==> src/hdl/fp_mul_pkg.sv <==
package fp_mul_pkg;

    // single precision field widths
    localparam int FRAC_W = 23;
    localparam int EXP_W = 8;
    localparam int EXP_BIAS = 127;

    // significand with hidden bit
    localparam int SIG_W = FRAC_W + 1;

    // hidden bit, fraction, one extra bit, guard and sticky
    localparam int NORM_W = SIG_W + 3;

    // quiet NaN returned for every invalid operation
    localparam logic [31:0] QNAN = 32'h7fc0_0000;

    typedef enum logic [2:0] {
        // nearest, ties to even
        RNE = 3'b000,
        // toward zero
        RTZ = 3'b001,
        // toward minus infinity
        RDN = 3'b010,
        // toward plus infinity
        RUP = 3'b011,
        // nearest, ties away from zero
        RMM = 3'b100
    } round_mode_e;

endpackage

==> src/hdl/booth_multiplier.sv <==
`timescale 1ns/10ps

module booth_multiplier #(
    parameter int WIDTH = 24
) (
    input  logic [WIDTH-1:0]   a,
    input  logic [WIDTH-1:0]   b,
    output logic [2*WIDTH-1:0] product
);

    // enough digits that the top group always sees a zero msb
    localparam int NDIG = WIDTH / 2 + 1;
    // partial product width, room for 2a plus sign
    localparam int PW = WIDTH + 2;
    localparam int OW = 2 * WIDTH;

    // b with an implicit zero below bit 0 and zero padding on top
    logic [2*NDIG:0] b_ext;

    // recoded digit controls
    logic [NDIG-1:0] dig_neg;
    logic [NDIG-1:0] dig_one;
    logic [NDIG-1:0] dig_two;

    logic [PW-1:0] a_x1;
    logic [PW-1:0] a_x2;

    logic [NDIG-1:0][PW-1:0] pp;

    logic [OW-1:0] acc;

    assign b_ext = {{(2*NDIG-WIDTH){1'b0}}, b, 1'b0};

    assign a_x1 = {2'b00, a};
    assign a_x2 = {1'b0, a, 1'b0};

    genvar i;
    generate
        for (i = 0; i < NDIG; i++) begin : g_digit
            logic [2:0] grp;
            logic [PW-1:0] mag;

            assign grp = b_ext[2*i +: 3];

            // digit = -2*b[2i+1] + b[2i] + b[2i-1]
            assign dig_one[i] = grp[1] ^ grp[0];
            assign dig_two[i] = (grp == 3'b100) || (grp == 3'b011);
            assign dig_neg[i] = grp[2] && !(grp[1] && grp[0]);

            assign mag = dig_one[i] ? a_x1 : (dig_two[i] ? a_x2 : '0);

            // two's complement of the magnitude for negative digits
            assign pp[i] = dig_neg[i] ? (~mag + 1'b1) : mag;
        end
    endgenerate

    // weighted sum, each row sign extended to the full width
    always_comb begin
        acc = '0;
        for (int k = 0; k < NDIG; k++) begin
            acc = acc + ({{(OW-PW){pp[k][PW-1]}}, pp[k]} << (2 * k));
        end
    end

    // true product is non-negative and fits, wrap of the sum is harmless
    assign product = acc;

endmodule

==> src/hdl/fp_mul.sv <==
`timescale 1ns/10ps

module fp_mul #(
    parameter int SIG_W_P = fp_mul_pkg::SIG_W
) (
    input  logic                    clk,
    input  logic                    rst_n,
    input  logic                    in_valid,
    input  logic [31:0]             fp_x,
    input  logic [31:0]             fp_y,
    input  fp_mul_pkg::round_mode_e r_mode,
    output logic                    out_valid,
    output logic [31:0]             fp_z,
    output logic                    ovrf,
    output logic                    udrf
);

    localparam int EXP_W = fp_mul_pkg::EXP_W;
    localparam int FRAC_W = fp_mul_pkg::FRAC_W;
    localparam int XW = EXP_W + 3;

    localparam logic [EXP_W-1:0] EXP_ONES = '1;
    localparam logic signed [XW-1:0] BIAS_S = XW'(fp_mul_pkg::EXP_BIAS);
    localparam logic signed [XW-1:0] EXP_MAX_S = {3'b000, EXP_ONES};
    localparam logic signed [XW-1:0] EXP_MIN_S = XW'(1);

    // result class
    localparam logic [1:0] CLS_NORM = 2'd0;
    localparam logic [1:0] CLS_ZERO = 2'd1;
    localparam logic [1:0] CLS_INF = 2'd2;
    localparam logic [1:0] CLS_NAN = 2'd3;

    logic [EXP_W-1:0]      exp_x;
    logic [EXP_W-1:0]      exp_y;
    logic [FRAC_W-1:0]     frac_x;
    logic [FRAC_W-1:0]     frac_y;
    logic                  zero_x;
    logic                  zero_y;
    logic                  inf_x;
    logic                  inf_y;
    logic                  nan_x;
    logic                  nan_y;
    logic [SIG_W_P-1:0]    sig_x;
    logic [SIG_W_P-1:0]    sig_y;
    logic [2*SIG_W_P-1:0]  prod_s1;
    logic [1:0]            cls_s1;

    // stage 1 registers
    logic                  vld_s1;
    logic [2*SIG_W_P-1:0]  frc_z_full;
    logic                  sign_z;
    logic [EXP_W:0]        exp_sum;
    fp_mul_pkg::round_mode_e r_mode_q;
    logic [1:0]            cls_q;

    // stage 2
    logic [fp_mul_pkg::NORM_W-1:0] frc_z_norm;
    logic                  norm_n;
    logic [FRAC_W-1:0]     frc_z;
    logic                  norm_r;
    logic signed [XW-1:0]  exp_z;
    logic [31:0]           fp_z_d;
    logic                  ovrf_d;
    logic                  udrf_d;

    assign exp_x = fp_x[30:FRAC_W];
    assign exp_y = fp_y[30:FRAC_W];
    assign frac_x = fp_x[FRAC_W-1:0];
    assign frac_y = fp_y[FRAC_W-1:0];

    // subnormals flush to zero
    assign zero_x = (exp_x == '0);
    assign zero_y = (exp_y == '0);
    assign inf_x = (exp_x == EXP_ONES) && (frac_x == '0);
    assign inf_y = (exp_y == EXP_ONES) && (frac_y == '0);
    assign nan_x = (exp_x == EXP_ONES) && (frac_x != '0);
    assign nan_y = (exp_y == EXP_ONES) && (frac_y != '0);

    assign sig_x = {!zero_x, frac_x};
    assign sig_y = {!zero_y, frac_y};

    booth_multiplier #(
        .WIDTH(SIG_W_P)
    ) booth_multiplier_inst (
        .a(sig_x),
        .b(sig_y),
        .product(prod_s1)
    );

    always_comb begin
        if (nan_x || nan_y || (inf_x && zero_y) || (inf_y && zero_x)) begin
            cls_s1 = CLS_NAN;
        end else if (inf_x || inf_y) begin
            cls_s1 = CLS_INF;
        end else if (zero_x || zero_y) begin
            cls_s1 = CLS_ZERO;
        end else begin
            cls_s1 = CLS_NORM;
        end
    end

    always_ff @(posedge clk or negedge rst_n) begin
        if (!rst_n) begin
            vld_s1 <= 1'b0;
        end else begin
            vld_s1 <= in_valid;
        end
    end

    always_ff @(posedge clk) begin
        if (in_valid) begin
            frc_z_full <= prod_s1;
            sign_z <= fp_x[31] ^ fp_y[31];
            exp_sum <= {1'b0, exp_x} + {1'b0, exp_y};
            r_mode_q <= r_mode;
            cls_q <= cls_s1;
        end
    end

    fp_normalizer fp_normalizer_inst (
        .frc_z_full(frc_z_full),
        .frc_z_norm(frc_z_norm),
        .norm_n(norm_n)
    );

    fp_rounder fp_rounder_inst (
        .frc_z_norm(frc_z_norm),
        .r_mode(r_mode_q),
        .sign_z(sign_z),
        .frc_z(frc_z),
        .norm_r(norm_r)
    );

    // both normalization steps can bump the exponent
    assign exp_z = $signed({2'b00, exp_sum}) - BIAS_S
                 + $signed({{(XW-1){1'b0}}, norm_n})
                 + $signed({{(XW-1){1'b0}}, norm_r});

    always_comb begin
        fp_z_d = {sign_z, exp_z[EXP_W-1:0], frc_z};
        ovrf_d = 1'b0;
        udrf_d = 1'b0;
        case (cls_q)
            CLS_NAN: begin
                fp_z_d = fp_mul_pkg::QNAN;
            end
            CLS_INF: begin
                fp_z_d = {sign_z, EXP_ONES, {FRAC_W{1'b0}}};
            end
            CLS_ZERO: begin
                fp_z_d = {sign_z, {(EXP_W+FRAC_W){1'b0}}};
            end
            default: begin
                if (exp_z >= EXP_MAX_S) begin
                    fp_z_d = {sign_z, EXP_ONES, {FRAC_W{1'b0}}};
                    ovrf_d = 1'b1;
                end else if (exp_z < EXP_MIN_S) begin
                    // no subnormal results
                    fp_z_d = {sign_z, {(EXP_W+FRAC_W){1'b0}}};
                    udrf_d = 1'b1;
                end
            end
        endcase
    end

    always_ff @(posedge clk or negedge rst_n) begin
        if (!rst_n) begin
            out_valid <= 1'b0;
            fp_z <= '0;
            ovrf <= 1'b0;
            udrf <= 1'b0;
        end else begin
            out_valid <= vld_s1;
            if (vld_s1) begin
                fp_z <= fp_z_d;
                ovrf <= ovrf_d;
                udrf <= udrf_d;
            end
        end
    end

endmodule

==> src/hdl/fp_normalizer.sv <==
`timescale 1ns/10ps

module fp_normalizer (
    input  logic [2*fp_mul_pkg::SIG_W-1:0] frc_z_full,
    output logic [fp_mul_pkg::NORM_W-1:0]  frc_z_norm,
    output logic                           norm_n
);

    localparam int PROD_W = 2 * fp_mul_pkg::SIG_W;
    // bits kept above the sticky position
    localparam int KEEP_W = fp_mul_pkg::NORM_W - 1;
    // bits folded into sticky
    localparam int DROP_W = PROD_W - KEEP_W;

    logic [PROD_W-1:0] prod_sh;
    logic              sticky;

    // product of two values in [1,2) lies in [1,4)
    assign norm_n = frc_z_full[PROD_W-1];

    // leading one into the top bit
    assign prod_sh = norm_n ? frc_z_full : {frc_z_full[PROD_W-2:0], 1'b0};

    assign sticky = |prod_sh[DROP_W-1:0];

    assign frc_z_norm = {prod_sh[PROD_W-1:DROP_W], sticky};

endmodule

==> src/hdl/fp_rounder.sv <==
`timescale 1ns/10ps

module fp_rounder (
    input  logic [fp_mul_pkg::NORM_W-1:0] frc_z_norm,
    input  fp_mul_pkg::round_mode_e       r_mode,
    input  logic                          sign_z,
    output logic [fp_mul_pkg::FRAC_W-1:0] frc_z,
    output logic                          norm_r
);

    localparam int SIG_W = fp_mul_pkg::SIG_W;

    // hidden bit plus kept fraction
    logic [SIG_W-1:0] sig_keep;
    logic             rnd_bit;
    logic             stk_bit;
    logic             inexact;
    logic             inc;

    logic [SIG_W:0]   sig_sum;

    assign sig_keep = frc_z_norm[fp_mul_pkg::NORM_W-1:3];
    assign rnd_bit = frc_z_norm[2];
    assign stk_bit = |frc_z_norm[1:0];
    assign inexact = rnd_bit || stk_bit;

    always_comb begin
        case (r_mode)
            fp_mul_pkg::RNE: begin
                // tie goes to the even neighbour
                inc = rnd_bit && (stk_bit || frc_z_norm[3]);
            end
            fp_mul_pkg::RTZ: begin
                inc = 1'b0;
            end
            fp_mul_pkg::RDN: begin
                inc = sign_z && inexact;
            end
            fp_mul_pkg::RUP: begin
                inc = !sign_z && inexact;
            end
            fp_mul_pkg::RMM: begin
                inc = rnd_bit;
            end
            default: begin
                inc = 1'b0;
            end
        endcase
    end

    assign sig_sum = {1'b0, sig_keep} + {{SIG_W{1'b0}}, inc};

    // carry out means 1.111..1 rolled over to 10.000..0
    assign norm_r = sig_sum[SIG_W];
    assign frc_z = sig_sum[fp_mul_pkg::FRAC_W-1:0];

endmodule

==> config.mk <==
export PLATFORM = sky130hd
export DESIGN_NAME = fp_mul
export DESIGN_NICKNAME = d
export VERILOG_FILES = /design/src/hdl/fp_mul_pkg.sv /design/src/hdl/booth_multiplier.sv /design/src/hdl/fp_mul.sv /design/src/hdl/fp_normalizer.sv /design/src/hdl/fp_rounder.sv
export SDC_FILE = /design/constraint.sdc
export NUM_CORES = 1
export LEC_CHECK = 0
export ABC_AREA = 1
export BUFFER_PORTS_ARGS = -buffer_cell sky130_fd_sc_hd__buf_4
export CAP_MARGIN = 0
export CORE_ASPECT_RATIO = 1.2
export CORE_MARGIN = 5
export CORE_UTILIZATION = 45
export DETAILED_ROUTE_END_ITERATION = 6
export PLACE_DENSITY = 0.72
export RECOVER_POWER = 25
export SLEW_MARGIN = 20
export SYNTH_ARGS = -nofsm -noshare
export SYNTH_HDL_FRONTEND = slang
export SYNTH_SLANG_ARGS = --single-unit
==> constraint.sdc <==
create_clock -name clk -period 4.8 [get_ports clk]
set_input_delay 0.48 -clock clk [delete_from_list [all_inputs] [get_ports clk]]
set_output_delay 0.48 -clock clk [all_outputs]
set_load 0.03 [all_outputs]
# After elaboration in Yosys (flattened, before gate mapping)

Index checks and enable logic that the tools add are counted.

Bits in writable memories: 0
Memory bits (read-only): 0
Output and inout bits: 35
Input port bits: 70
Bits in latches: 0
Register bits: 99
Word-level logic and storage cells: 219
Memories: 0

Bitwise operators: 24
Muxes and demuxes: 49
Add/sub/neg operators: 29
Shift-type cells: 0
Equality and inequality tests: 31
Magnitude comparators: 2
Multipliers: 0
Reduce and logical (&&, ||, !) cells: 73
Divide/modulo/power cells: 0

Operators by type and width:

| kind                    | count |
|---|---|
| $mux W26                | 24 |
| $add A48 B48 Y48        | 10 |
| $add A26 B1 Y26 const B | 12 |
| $not A26 Y26            | 12 |
| $mux W25                | 12 |
| $pmux W32 S3            | 1 |
| $mux W31                | 2 |
| $mux W48                | 1 |
| $logic_not A23 Y1       | 2 |
| $reduce_bool A23 Y1     | 2 |
| $eq A3 B2 Y1 const B    | 13 |
| $eq A3 B3 Y1 const B    | 12 |
| $add A29 B30 Y31        | 1 |
| $logic_and A1 B1 Y1     | 31 |
| $add A26 B28 Y29        | 1 |
| $add A24 B1 Y25         | 1 |
| $mux W24                | 1 |
| $reduce_or A23 Y1       | 1 |
| $logic_or A1 B1 Y1      | 18 |
| $eq A8 B8 Y1 const B    | 2 |
| $logic_not A8 Y1        | 2 |
| $logic_not A1 Y1        | 14 |
| $xor A1 B1 Y1           | 12 |
| $add A10 B2 Y11         | 1 |
| other kinds (12)        | 20 |

# Longest topological paths before layout

Gate-level depths: netlist of the first run.

Depth in word-level cells: 19
Mapped depth: 57
Depth with buffers taken out: 54

# Hierarchy

A second synthesis of the first run with hierarchy kept.

Cells, all modules: 4218
Area total of the unflattened synthesis: 28667.5 um2

Modules (own cells, without submodules):

| module           | area an instance (um2) | cells each | sequential area each (um2) | times used |
|---|---|---|---|---|
| booth_multiplier | 23054.6                | 3551       | 0.0                        | 1 |
| fp_mul           | 4414.2                 | 429        | 2792.7                     | 1 |
| fp_rounder       | 719.4                  | 133        | 0.0                        | 1 |
| fp_normalizer    | 479.2                  | 105        | 0.0                        | 1 |

# Worst setup path after synthesis of the first run

OpenSTA, ideal clock, no wires.

Kind: input -> register
Start: input port fp_y[1]
End: register frc_z_full[45] (data pin)
Slack: -4.679 ns
Path buffers: 4
Arrival time: 9.227 ns
Library setup time: 0.252 ns
Stages on the path: 45
Required time: 4.548 ns
Cell sequence: clkbuf_1 inv_1 clkbuf_1 ha_1 inv_1 buf_2 buf_2 o22ai_1 nor2_1 nand2_1 nor2_1 nand3_1 nand2_1 o21ai_0 a21oi_1 inv_1 fa_1 ha_1 [9 not listed] inv_1 fa_1 fa_1 fa_1 fa_1 inv_1 ha_1 inv_1 o21ai_0 a31o_2 a21oi_1 o211ai_1 nand2_1 nand3_1 a21oi_1 inv_1 nand2_1 nand2_1

Word-level cells in the longest chain between the ends: 19
Elaborated cells on any way between the ends: 30
Classes of those cells: add/sub: 14; eq/ne: 3; mux: 6; bitwise: 3; reduce/logical: 4

RTL lines:

| what                                                | line                   | source |
|---|---|---|
| start: declaration                                  | fp_mul.sv:10           | `input logic [31:0] fp_y,` |
| $eq A3 B3 Y1 / $eq A3 B2 Y1 (equally long branches) | booth_multiplier.sv:47 | `assign dig_two[i] = (grp == 3'b100) \|\| (grp == 3'b011);` |
| $logic_or A1 B1 Y1                                  | booth_multiplier.sv:47 |  |
| $mux W25                                            | booth_multiplier.sv:50 | `assign mag = dig_one[i] ? a_x1 : (dig_two[i] ? a_x2 : '0);` |
| $mux W26                                            | booth_multiplier.sv:50 |  |
| $not A26 Y26                                        | booth_multiplier.sv:53 | `assign pp[i] = dig_neg[i] ? (~mag + 1'b1) : mag;` |
| $add A26 B1 Y26                                     | booth_multiplier.sv:53 |  |
| $mux W26                                            | booth_multiplier.sv:53 |  |
| $add A26 B28 Y29 (*)                                | booth_multiplier.sv:61 | `acc = acc + ({{(OW-PW){pp[k][PW-1]}}, pp[k]} << (2 * k));` |
| $add A29 B30 Y31 (*)                                | booth_multiplier.sv:61 |  |
| $add A48 B48 Y48 (*) (10 in a row)                  | booth_multiplier.sv:61 |  |
| named net booth_multiplier_inst.product[45]         | booth_multiplier.sv:8  | `output logic [2*WIDTH-1:0] product` |
| end signal: assignment                              | fp_mul.sv:112          | `frc_z_full <= prod_s1;` |
| end: declaration                                    | fp_mul.sv:50           | `logic [2*SIG_W_P-1:0] frc_z_full;` |

The timed path passes the listed nets; every way through them passes the cells marked *.
A chain may end at the register's enable or synchronous reset.

# Final worst setup path of the first run

Start: input port fp_y[3]
End: register frc_z_full[42] (data pin)

Word-level cells in the longest chain between the ends: 19
Elaborated cells on any way between the ends: 33
Classes of those cells: add/sub: 14; eq/ne: 4; mux: 6; bitwise: 3; reduce/logical: 6

RTL lines:

| what                                                | line |
|---|---|
| $eq A3 B3 Y1 / $eq A3 B2 Y1 (equally long branches) | booth_multiplier.sv:47 |
| $logic_or A1 B1 Y1                                  | booth_multiplier.sv:47 |
| $mux W25                                            | booth_multiplier.sv:50 |
| $mux W26                                            | booth_multiplier.sv:50 |
| $not A26 Y26                                        | booth_multiplier.sv:53 |
| $add A26 B1 Y26                                     | booth_multiplier.sv:53 |
| $mux W26                                            | booth_multiplier.sv:53 |
| $add A26 B28 Y29                                    | booth_multiplier.sv:61 |
| $add A29 B30 Y31 (*)                                | booth_multiplier.sv:61 |
| $add A48 B48 Y48 (*) (10 in a row)                  | booth_multiplier.sv:61 |
| named net booth_multiplier_inst.product[42]         | booth_multiplier.sv:8 |

Marks and branches as above.

==> results of run 1 <==
-- state kept, by name, summed over array words and instances, names as in the netlist --
name        flops
out_valid       1
sign_z          1
exp_sum         9
r_mode_q        3
vld_s1          1
frc_z_full     48
ovrf            1
cls_q           2
udrf            1
fp_z           32
-- timing repair --
action                                  in CTS  in global routing
gates resized for setup                    352                368
endpoints found under the setup margin      72                 72
setup buffers                               69                 70
pin swaps                                  177                215
cloned                                       2                  1
-- through the flow --
step / cell area (sq um) / instances / hold slack (ns) / TNS (ns)
floorplan: 27300 / 3718 / 0.184 / -100.96
global placement: 36400 / 5485 / 0.447 / -146.27
detailed placement: 36400 / 5485 / 0.450 / -151.77
CTS: 38800 / 5569 / 0.0626 / -108.35
global route: 40900 / 5630 / 0.309 / -156.86
finish: 40900 / 5630 / 0.309 / -144.68
-- how the worst max path moves through the flow --
stage	to	slack [ns]	cells past startpoint
after detailed placement	frc_z_full[45]	-4.16	42
after CTS	frc_z_full[45]	-3.37	44
final	frc_z_full[42]	-3.85	42
after floorplan	frc_z_full[45]	-3.33	51
after global placement	frc_z_full[42]	-4.03	41
after global routing	frc_z_full[44]	-4.01	42
-- cells in the mapped netlist (all sizes together) (20+ instances only) --
master | count | area (sq um)
inv | 673 | 2530
nor4 | 20 | 125
dfrtp | 36 | 901
clkbuf | 70 | 263
nand4 | 42 | 263
fa | 291 | 5830
xor2 | 212 | 1860
xnor2 | 158 | 1380
a21oi | 139 | 696
nor2 | 517 | 1970
ha | 152 | 1900
o22ai | 240 | 1500
a31oi | 29 | 181
buf | 64 | 339
nand3 | 156 | 808
nand2 | 552 | 2080
edfxtp | 63 | 1890
o21ai | 159 | 852
nor3 | 49 | 275
-- layer usage --
layer	part of all wire, %	track usage [%]	wire [um]
met5	0.011	0	13
met4	7.8	16.6	9430
met3	10	5.33	12600
met2	46	57.4	55300
met1	36	41.1	43200
-- critical path, delay by kind of cell --
family	cells	cell delay, ns
AOI/OAI and AO/OA	9	1.32
xor gates and xnor gates	3	0.50
adders and majority gates	9	4.01
buffers and inverters	10	0.82
and+or+nand+nor	11	1.62
-- kinds of logic after synthesis --
logic type | count (synthesis) | synth area share [%]
simple gates | 1358 | 21.5
buf+inv | 810 | 11.9
compound gates | 630 | 14.1
fa+ha+maj | 443 | 29.3
xor+xnor | 370 | 12.3
flops | 99 | 10.6
mux | 8 | 0.304
-- layout make-up --
type                            count  area [sq um]
Sequential cell                    99          2790
Fill cell                        4209         17300
Tap cell                          742           928
Multi-Input combinational cell   2811         24100
Clock inverter                      6          46.3
Clock buffer                       10           229
Timing Repair Buffer             1286         10300
Inverter                          676          2570
==> summary.md, run 1 <==
| Metric | Value |
|---|---|
| Run status | `finished, violations left` |
| Routed WL | `about 120000 um` |
| Antenna diodes | `0` |
| Violated checks | `max-capacitance violations, max-slew violations, negative setup slack` |
| Final Max Tran Viols | `37` |
| Largest net degree at the start of global routing | `65` |
| Number of antenna violations at the first check in global routing | `1` |
| Hold_sp | `r_mode[1]` |
| Post-layout minimum cycle time | `8.65 ns` |
| Most frequent standard cell in the layout excluding fill and tap cells | `buf_4` |
| Fin util | `between 70% and 80%` |
| Clk_lat worst skew | `approximately 0.38 ns` |
| Number of instances on the worst hold path | `1` |
| Worst min-delay path category | `input port to flop` |
| # IOs | `105` |
| ANT nets after route | `0` |
| Actual slew at the worst max-slew pin | `1.91 ns` |
| Post-synth EDFFs | `63` |
| Height of the chip | `275 um` |
| Via count of the first global-routing pass | `31086` |
| Total track usage | `about a third` |
| Post-synth net total | `~4200` |
| CTS sink count | `99` |
| Final weighted congestion in routability-driven placement | `1.06` |
| Reg-to-Reg End | `fp_z[3]` |
| Number of synthesized register bits | `99` |
| Critical Path Max Stage Delay | `0.58 ns` |
| Layout overhead on the synthesized area | `55.2%` |
| Worst clock skew on the final layout | `0.00635 ns` |
| CP max FO | `4` |
| Syn Std Cell Area | `26400 sq um` |
| Arrival time of the worst setup path | `roughly 9 ns` |
| Count of max-cap constraint violations | `1` |
| Number of I/O port buffers | `104` |
| Normalized max-slew margin | `-27.2%` |
| Final Cycle Share | `180%` |
| Wirelength per Cell | `21.4 um` |
| Number of synthesis warnings | `0` |
| Async S/R FF share, synth | `a little over a third` |
| Type of destination of the critical path | `flop` |
| Violation count after the first detailed-routing iteration | `3459` |
| Global-route wire length before repair | `167000 um` |
| Final count of negative-setup-slack endpoints | `72` |
| TritonCTS clock tree | `built` |
| Post-detailed-route DRC marker count | `0` |
| PnR worst setup slack | `-3.85 ns` |
| Most used cells in the layout excluding fill and tap cells | `buf_4, inv_1, nand2_1` |
| Number of levels in the clock H-tree | `3` |
| Final hold violation count | `0` |
| Starting utilization of the core area | `a little under half` |
| Hold worst-path end | `r_mode_q[1]` |
| Std-Cell Core Area | `58300 sq um` |
| CP max stage cell | `fa_1` |
| Reg2reg path depth | `36` |
| Part of the Yosys area used for sequential elements | `10.6%` |
| Fin nets | `5396` |
| Total half-perimeter wirelength after legalization and detailed placement | `87300 um` |
| Buffer depth of the longest clock path | `2` |
| Cell count after synthesis | `3718` |
| Startpoint of the worst setup timing path | `fp_y[3]` |
| Worst Setup Path Type | `input port to flop` |
| WP data required | `4.93 ns` |
| Share of final-layout standard cells stronger than drive strength 1 | `39.6%` |
| Worst setup slack before clock tree synthesis | `-4.16 ns` |
| Post-cts hold buffer count | `0` |
| Total die area | `~64000 sq um` |
| Post-detailed-route via-to-cell ratio | `between 5 and 6` |
| Number of distinct library cells after synthesis | `55` |
| Total congestion overflow | `0` |
| Top flip-flop cell by instance count after synthesis | `edfxtp_1` |
| First-pass iteration count of the detailed router | `6` |
| Setup repair after global routing missed its margin | `yes` |
| Setup slack, reg-to-reg | `-0.78 ns` |
| Routed via count | `32071` |
| Fmax achieved | `116 MHz` |
| TritonCTS Buffers | `9` |
| Width of the chip | `231 um` |
| Clock transition at the registers of the reported paths | `0.08 ns` |
| Core Rows | `97` |
| CP startpoint kind | `input port` |
| RR Startpoint | `frc_z_full[22]` |
| Cell chosen for the clock root | `clkbuf_16` |
| Mean instance size in the synthesized netlist | `between 7 and 8 sq um` |
Power of run 1 is not shown: default switching activity piles up to over one toggle a cycle in this logic, so the estimate is an artifact.
==> run 2, diff against run 1 <==
--- a/config.mk
+++ b/config.mk
@@ -6,13 +6,13 @@
 export NUM_CORES = 1
 export LEC_CHECK = 0
 export ABC_AREA = 1
-export BUFFER_PORTS_ARGS = -buffer_cell sky130_fd_sc_hd__buf_4
 export CAP_MARGIN = 0
 export CORE_ASPECT_RATIO = 1.2
 export CORE_MARGIN = 5
 export CORE_UTILIZATION = 45
 export DETAILED_ROUTE_END_ITERATION = 6
-export PLACE_DENSITY = 0.72
+export DONT_BUFFER_PORTS = 1
+export PLACE_DENSITY = 0.7
 export RECOVER_POWER = 25
 export SLEW_MARGIN = 20
 export SYNTH_ARGS = -nofsm -noshare
==> summary.md, run 2 (same netlist as run 1, synthesis figures left out) <==
| Metric | Value |
|---|---|
| Clk_lat worst skew | `0.39 ns (about the same)` |
| Starting utilization of the core area | `45.3% (unchanged)` |
| PnR worst setup slack | `-3.56 ns (+0.282 ns)` |
| Met1 wire length | `42700 um (-1.3%)` |
| ANT nets after route | `0 (unchanged)` |
| Final Cycle Share | `174% (-5.9 points)` |
| Setup repair after global routing missed its margin | `yes` |
| Filler cell count | `4614 (+9.6%)` |
| Violation count after the first detailed-routing iteration | `3247 (-6.1%)` |
| Count of max-cap constraint violations | `0 (-1)` |
| TritonCTS clock tree | `built` |
| Largest net degree at the start of global routing | `65 (unchanged)` |
| Most used cells in the layout excluding fill and tap cells | `buf_4, inv_1, nand2_1` |
| Register name with the most flops | `frc_z_full` |
| Post-layout minimum cycle time | `8.36 ns (-0.282 ns)` |
| # IOs | `105 (unchanged)` |
| Core Rows | `97 (unchanged)` |
| Std-Cell Core Area | `58300 sq um (unchanged)` |
| Top sig layer | `met5` |
| CP max FO | `6 (+2)` |
| Layout overhead on the synthesized area | `47.5%` |
| Total track usage | `32.2% (-1.3 points)` |
| Fin nets | `5239 (-2.9%)` |
| Clock transition at the registers of the reported paths | `0.09 ns (about the same)` |
| CP max stage cell | `fa_1` |
| Routed WL | `114000 um (-5.3%)` |
| Final weighted congestion in routability-driven placement | `1.03 (-2.6%)` |
| Critical Path Max Stage Delay | `0.56 ns (-0.02 ns)` |
| WP data required | `4.93 ns (about the same)` |
| Accumulated negative setup slack | `-152.56 ns (-7.88 ns)` |
| Most frequent standard cell in the layout excluding fill and tap cells | `buf_4` |
| Biggest regs | `frc_z_full: 48 flops, fp_z: 32 flops, exp_sum: 9 flops` |
| CTS sink count | `99 (unchanged)` |
| Area occupied by multi-input gates | `23400 sq um (-3.0%)` |
| Arrival time of the worst setup path | `8.49 ns (-0.29 ns)` |
| Total half-perimeter wirelength after legalization and detailed placement | `85100 um (-2.4%)` |
| Worst clock skew on the final layout | `0.0224 ns (+0.0161 ns)` |
| Number of antenna violations at the first check in global routing | `7 (+6)` |
| Number of flip-flops in the largest register | `48 (unchanged)` |
| Height of the chip | `275 um (unchanged)` |
| Global-route wire length before repair | `161000 um (-3.7%)` |
| Number of levels in the clock H-tree | `3 (unchanged)` |
| Wirelength per Cell | `20.8 um (-2.7%)` |
| Via count of the first global-routing pass | `29741 (-4.3%)` |
| Worst Setup Path Type | `input port to flop` |
| Met2 Wirelength | `52300 um (-5.5%)` |
| Cell chosen for the clock root | `clkbuf_16` |
| Footprint of the flip-flops and latches | `2790 sq um (unchanged)` |
| Total length of routed met3 wires | `11300 um (-10%)` |
| Normalized max-slew margin | `29.1% (+56 points)` |
| Total die area | `63600 sq um (unchanged)` |
| Violated checks | `design-rule violations, negative setup slack` |
| Final count of negative-setup-slack endpoints | `72 (unchanged)` |
| Post-detailed-route DRC marker count | `6 (+6)` |
| Worst min-delay path category | `input port to flop` |
| Post-route insts no fill | `5479 (-2.7%)` |
| Share of final-layout standard cells stronger than drive strength 1 | `34.9% (-4.7 points)` |
| Number of I/O port buffers | `0 (-100%)` |
| Run status | `finished, violations left` |
| CP startpoint kind | `input port` |
| First-pass iteration count of the detailed router | `7 (+1)` |
| Buffer depth of the longest clock path | `2 (unchanged)` |
| Final hold violation count | `0 (unchanged)` |
| Actual slew at the worst max-slew pin | `1.06 ns (-0.853 ns)` |
| Fmax achieved | `120 MHz (+3.4%)` |
| Routed via count | `30806 (-3.9%)` |
| Final Max Tran Viols | `0 (-100%)` |
| Post-detailed-route via-to-cell ratio | `5.62 (-1.3%)` |
| Placed Cells incl. Taps | `5328 (-2.9%)` |
| Width of the chip | `231 um (unchanged)` |
| TritonCTS Buffers | `9 (unchanged)` |
| Total congestion overflow | `0 (unchanged)` |
| Type of destination of the critical path | `flop` |
run 2: changes by cell type in the layout (fill, tap and decap cells not counted), moves of 11 or more:
cell and change:
inv_2 -31, nand2_1 +22, ha_4 -12, nor2_1 +16
buf_6 -15, inv_1 +32, a21oi_4 -13, fa_2 -11
ha_1 +11, fa_1 +11, buf_4 -132, nand2_2 -13
run 2: layout make-up:
type / instances / share of cell area, %
inverter: 676 / 6.58
clock inverter: 7 / 0.180
clock buffer: 9 / 0.579
timing repair buffer: 1127 / 23.0
antenna: 6 / 0.0386
multi-input combinational: 2813 / 60.0
sequential: 99 / 7.18
tap: 742 / 2.39
run 2: final timing paths:
check	start	to	slack, ns	cells after the start
min in group asynchronous	rst_n	fp_z[2]	0.54	2
max in group asynchronous	rst_n	fp_z[16]	4.04	2
max	fp_y[3]	frc_z_full[42]	-3.56	41
max reg2reg	frc_z_full[47]	fp_z[1]	-1.37	33
min reg2reg	sign_z	fp_z[31]	0.60	1
min	in_valid	vld_s1	0.17	0
run 2: timing repair:
| item | CTS | global route |
|---|---|---|
| gates resized for setup | 204 | 303 |
| hold buffers | 2 | 0 |
| endpoints found under the setup margin | 72 | 72 |
| buffers inserted | 87 | 49 |
| hold endpoints to repair | 36 | 0 |
| pin swaps | 104 | 234 |
| gates cloned | 4 | 0 |
run 2: worst max-delay path, delay by kind of cell:
| kind | cells | cell delay [ns] |
|---|---|---|
| simple gates | 8 | 1.24 |
| compound gates | 8 | 1.24 |
| buf+inv | 13 | 1.31 |
| xor+xnor | 3 | 0.39 |
| fa+ha+maj | 9 | 3.83 |
run 2: stage by stage:
stage / util, % / instance area (sq um) / hold slack, ns / setup slack [ns]
global placement: 60.6 / 35300 / 0.186 / -3.96
CTS: 63.8 / 37100 / 0.161 / -3.47
floorplan: - / 27300 / 0.184 / -3.33
global route: 66.7 / 38900 / 0.149 / -3.84
finish: 66.8 / 38900 / 0.170 / -3.56
detailed placement: 60.6 / 35300 / 0.185 / -4.05
run 2: per-layer routing:
layer / vias to the layer above / global-route usage, %
met3: 540 / 5.49
met4: 8 / 14.2
met2: 1745 / 55.4
met1: 14542 / 39.8
met5: - / 0
li1: 13971 / -
Power of run 2 is left out for the same reason.
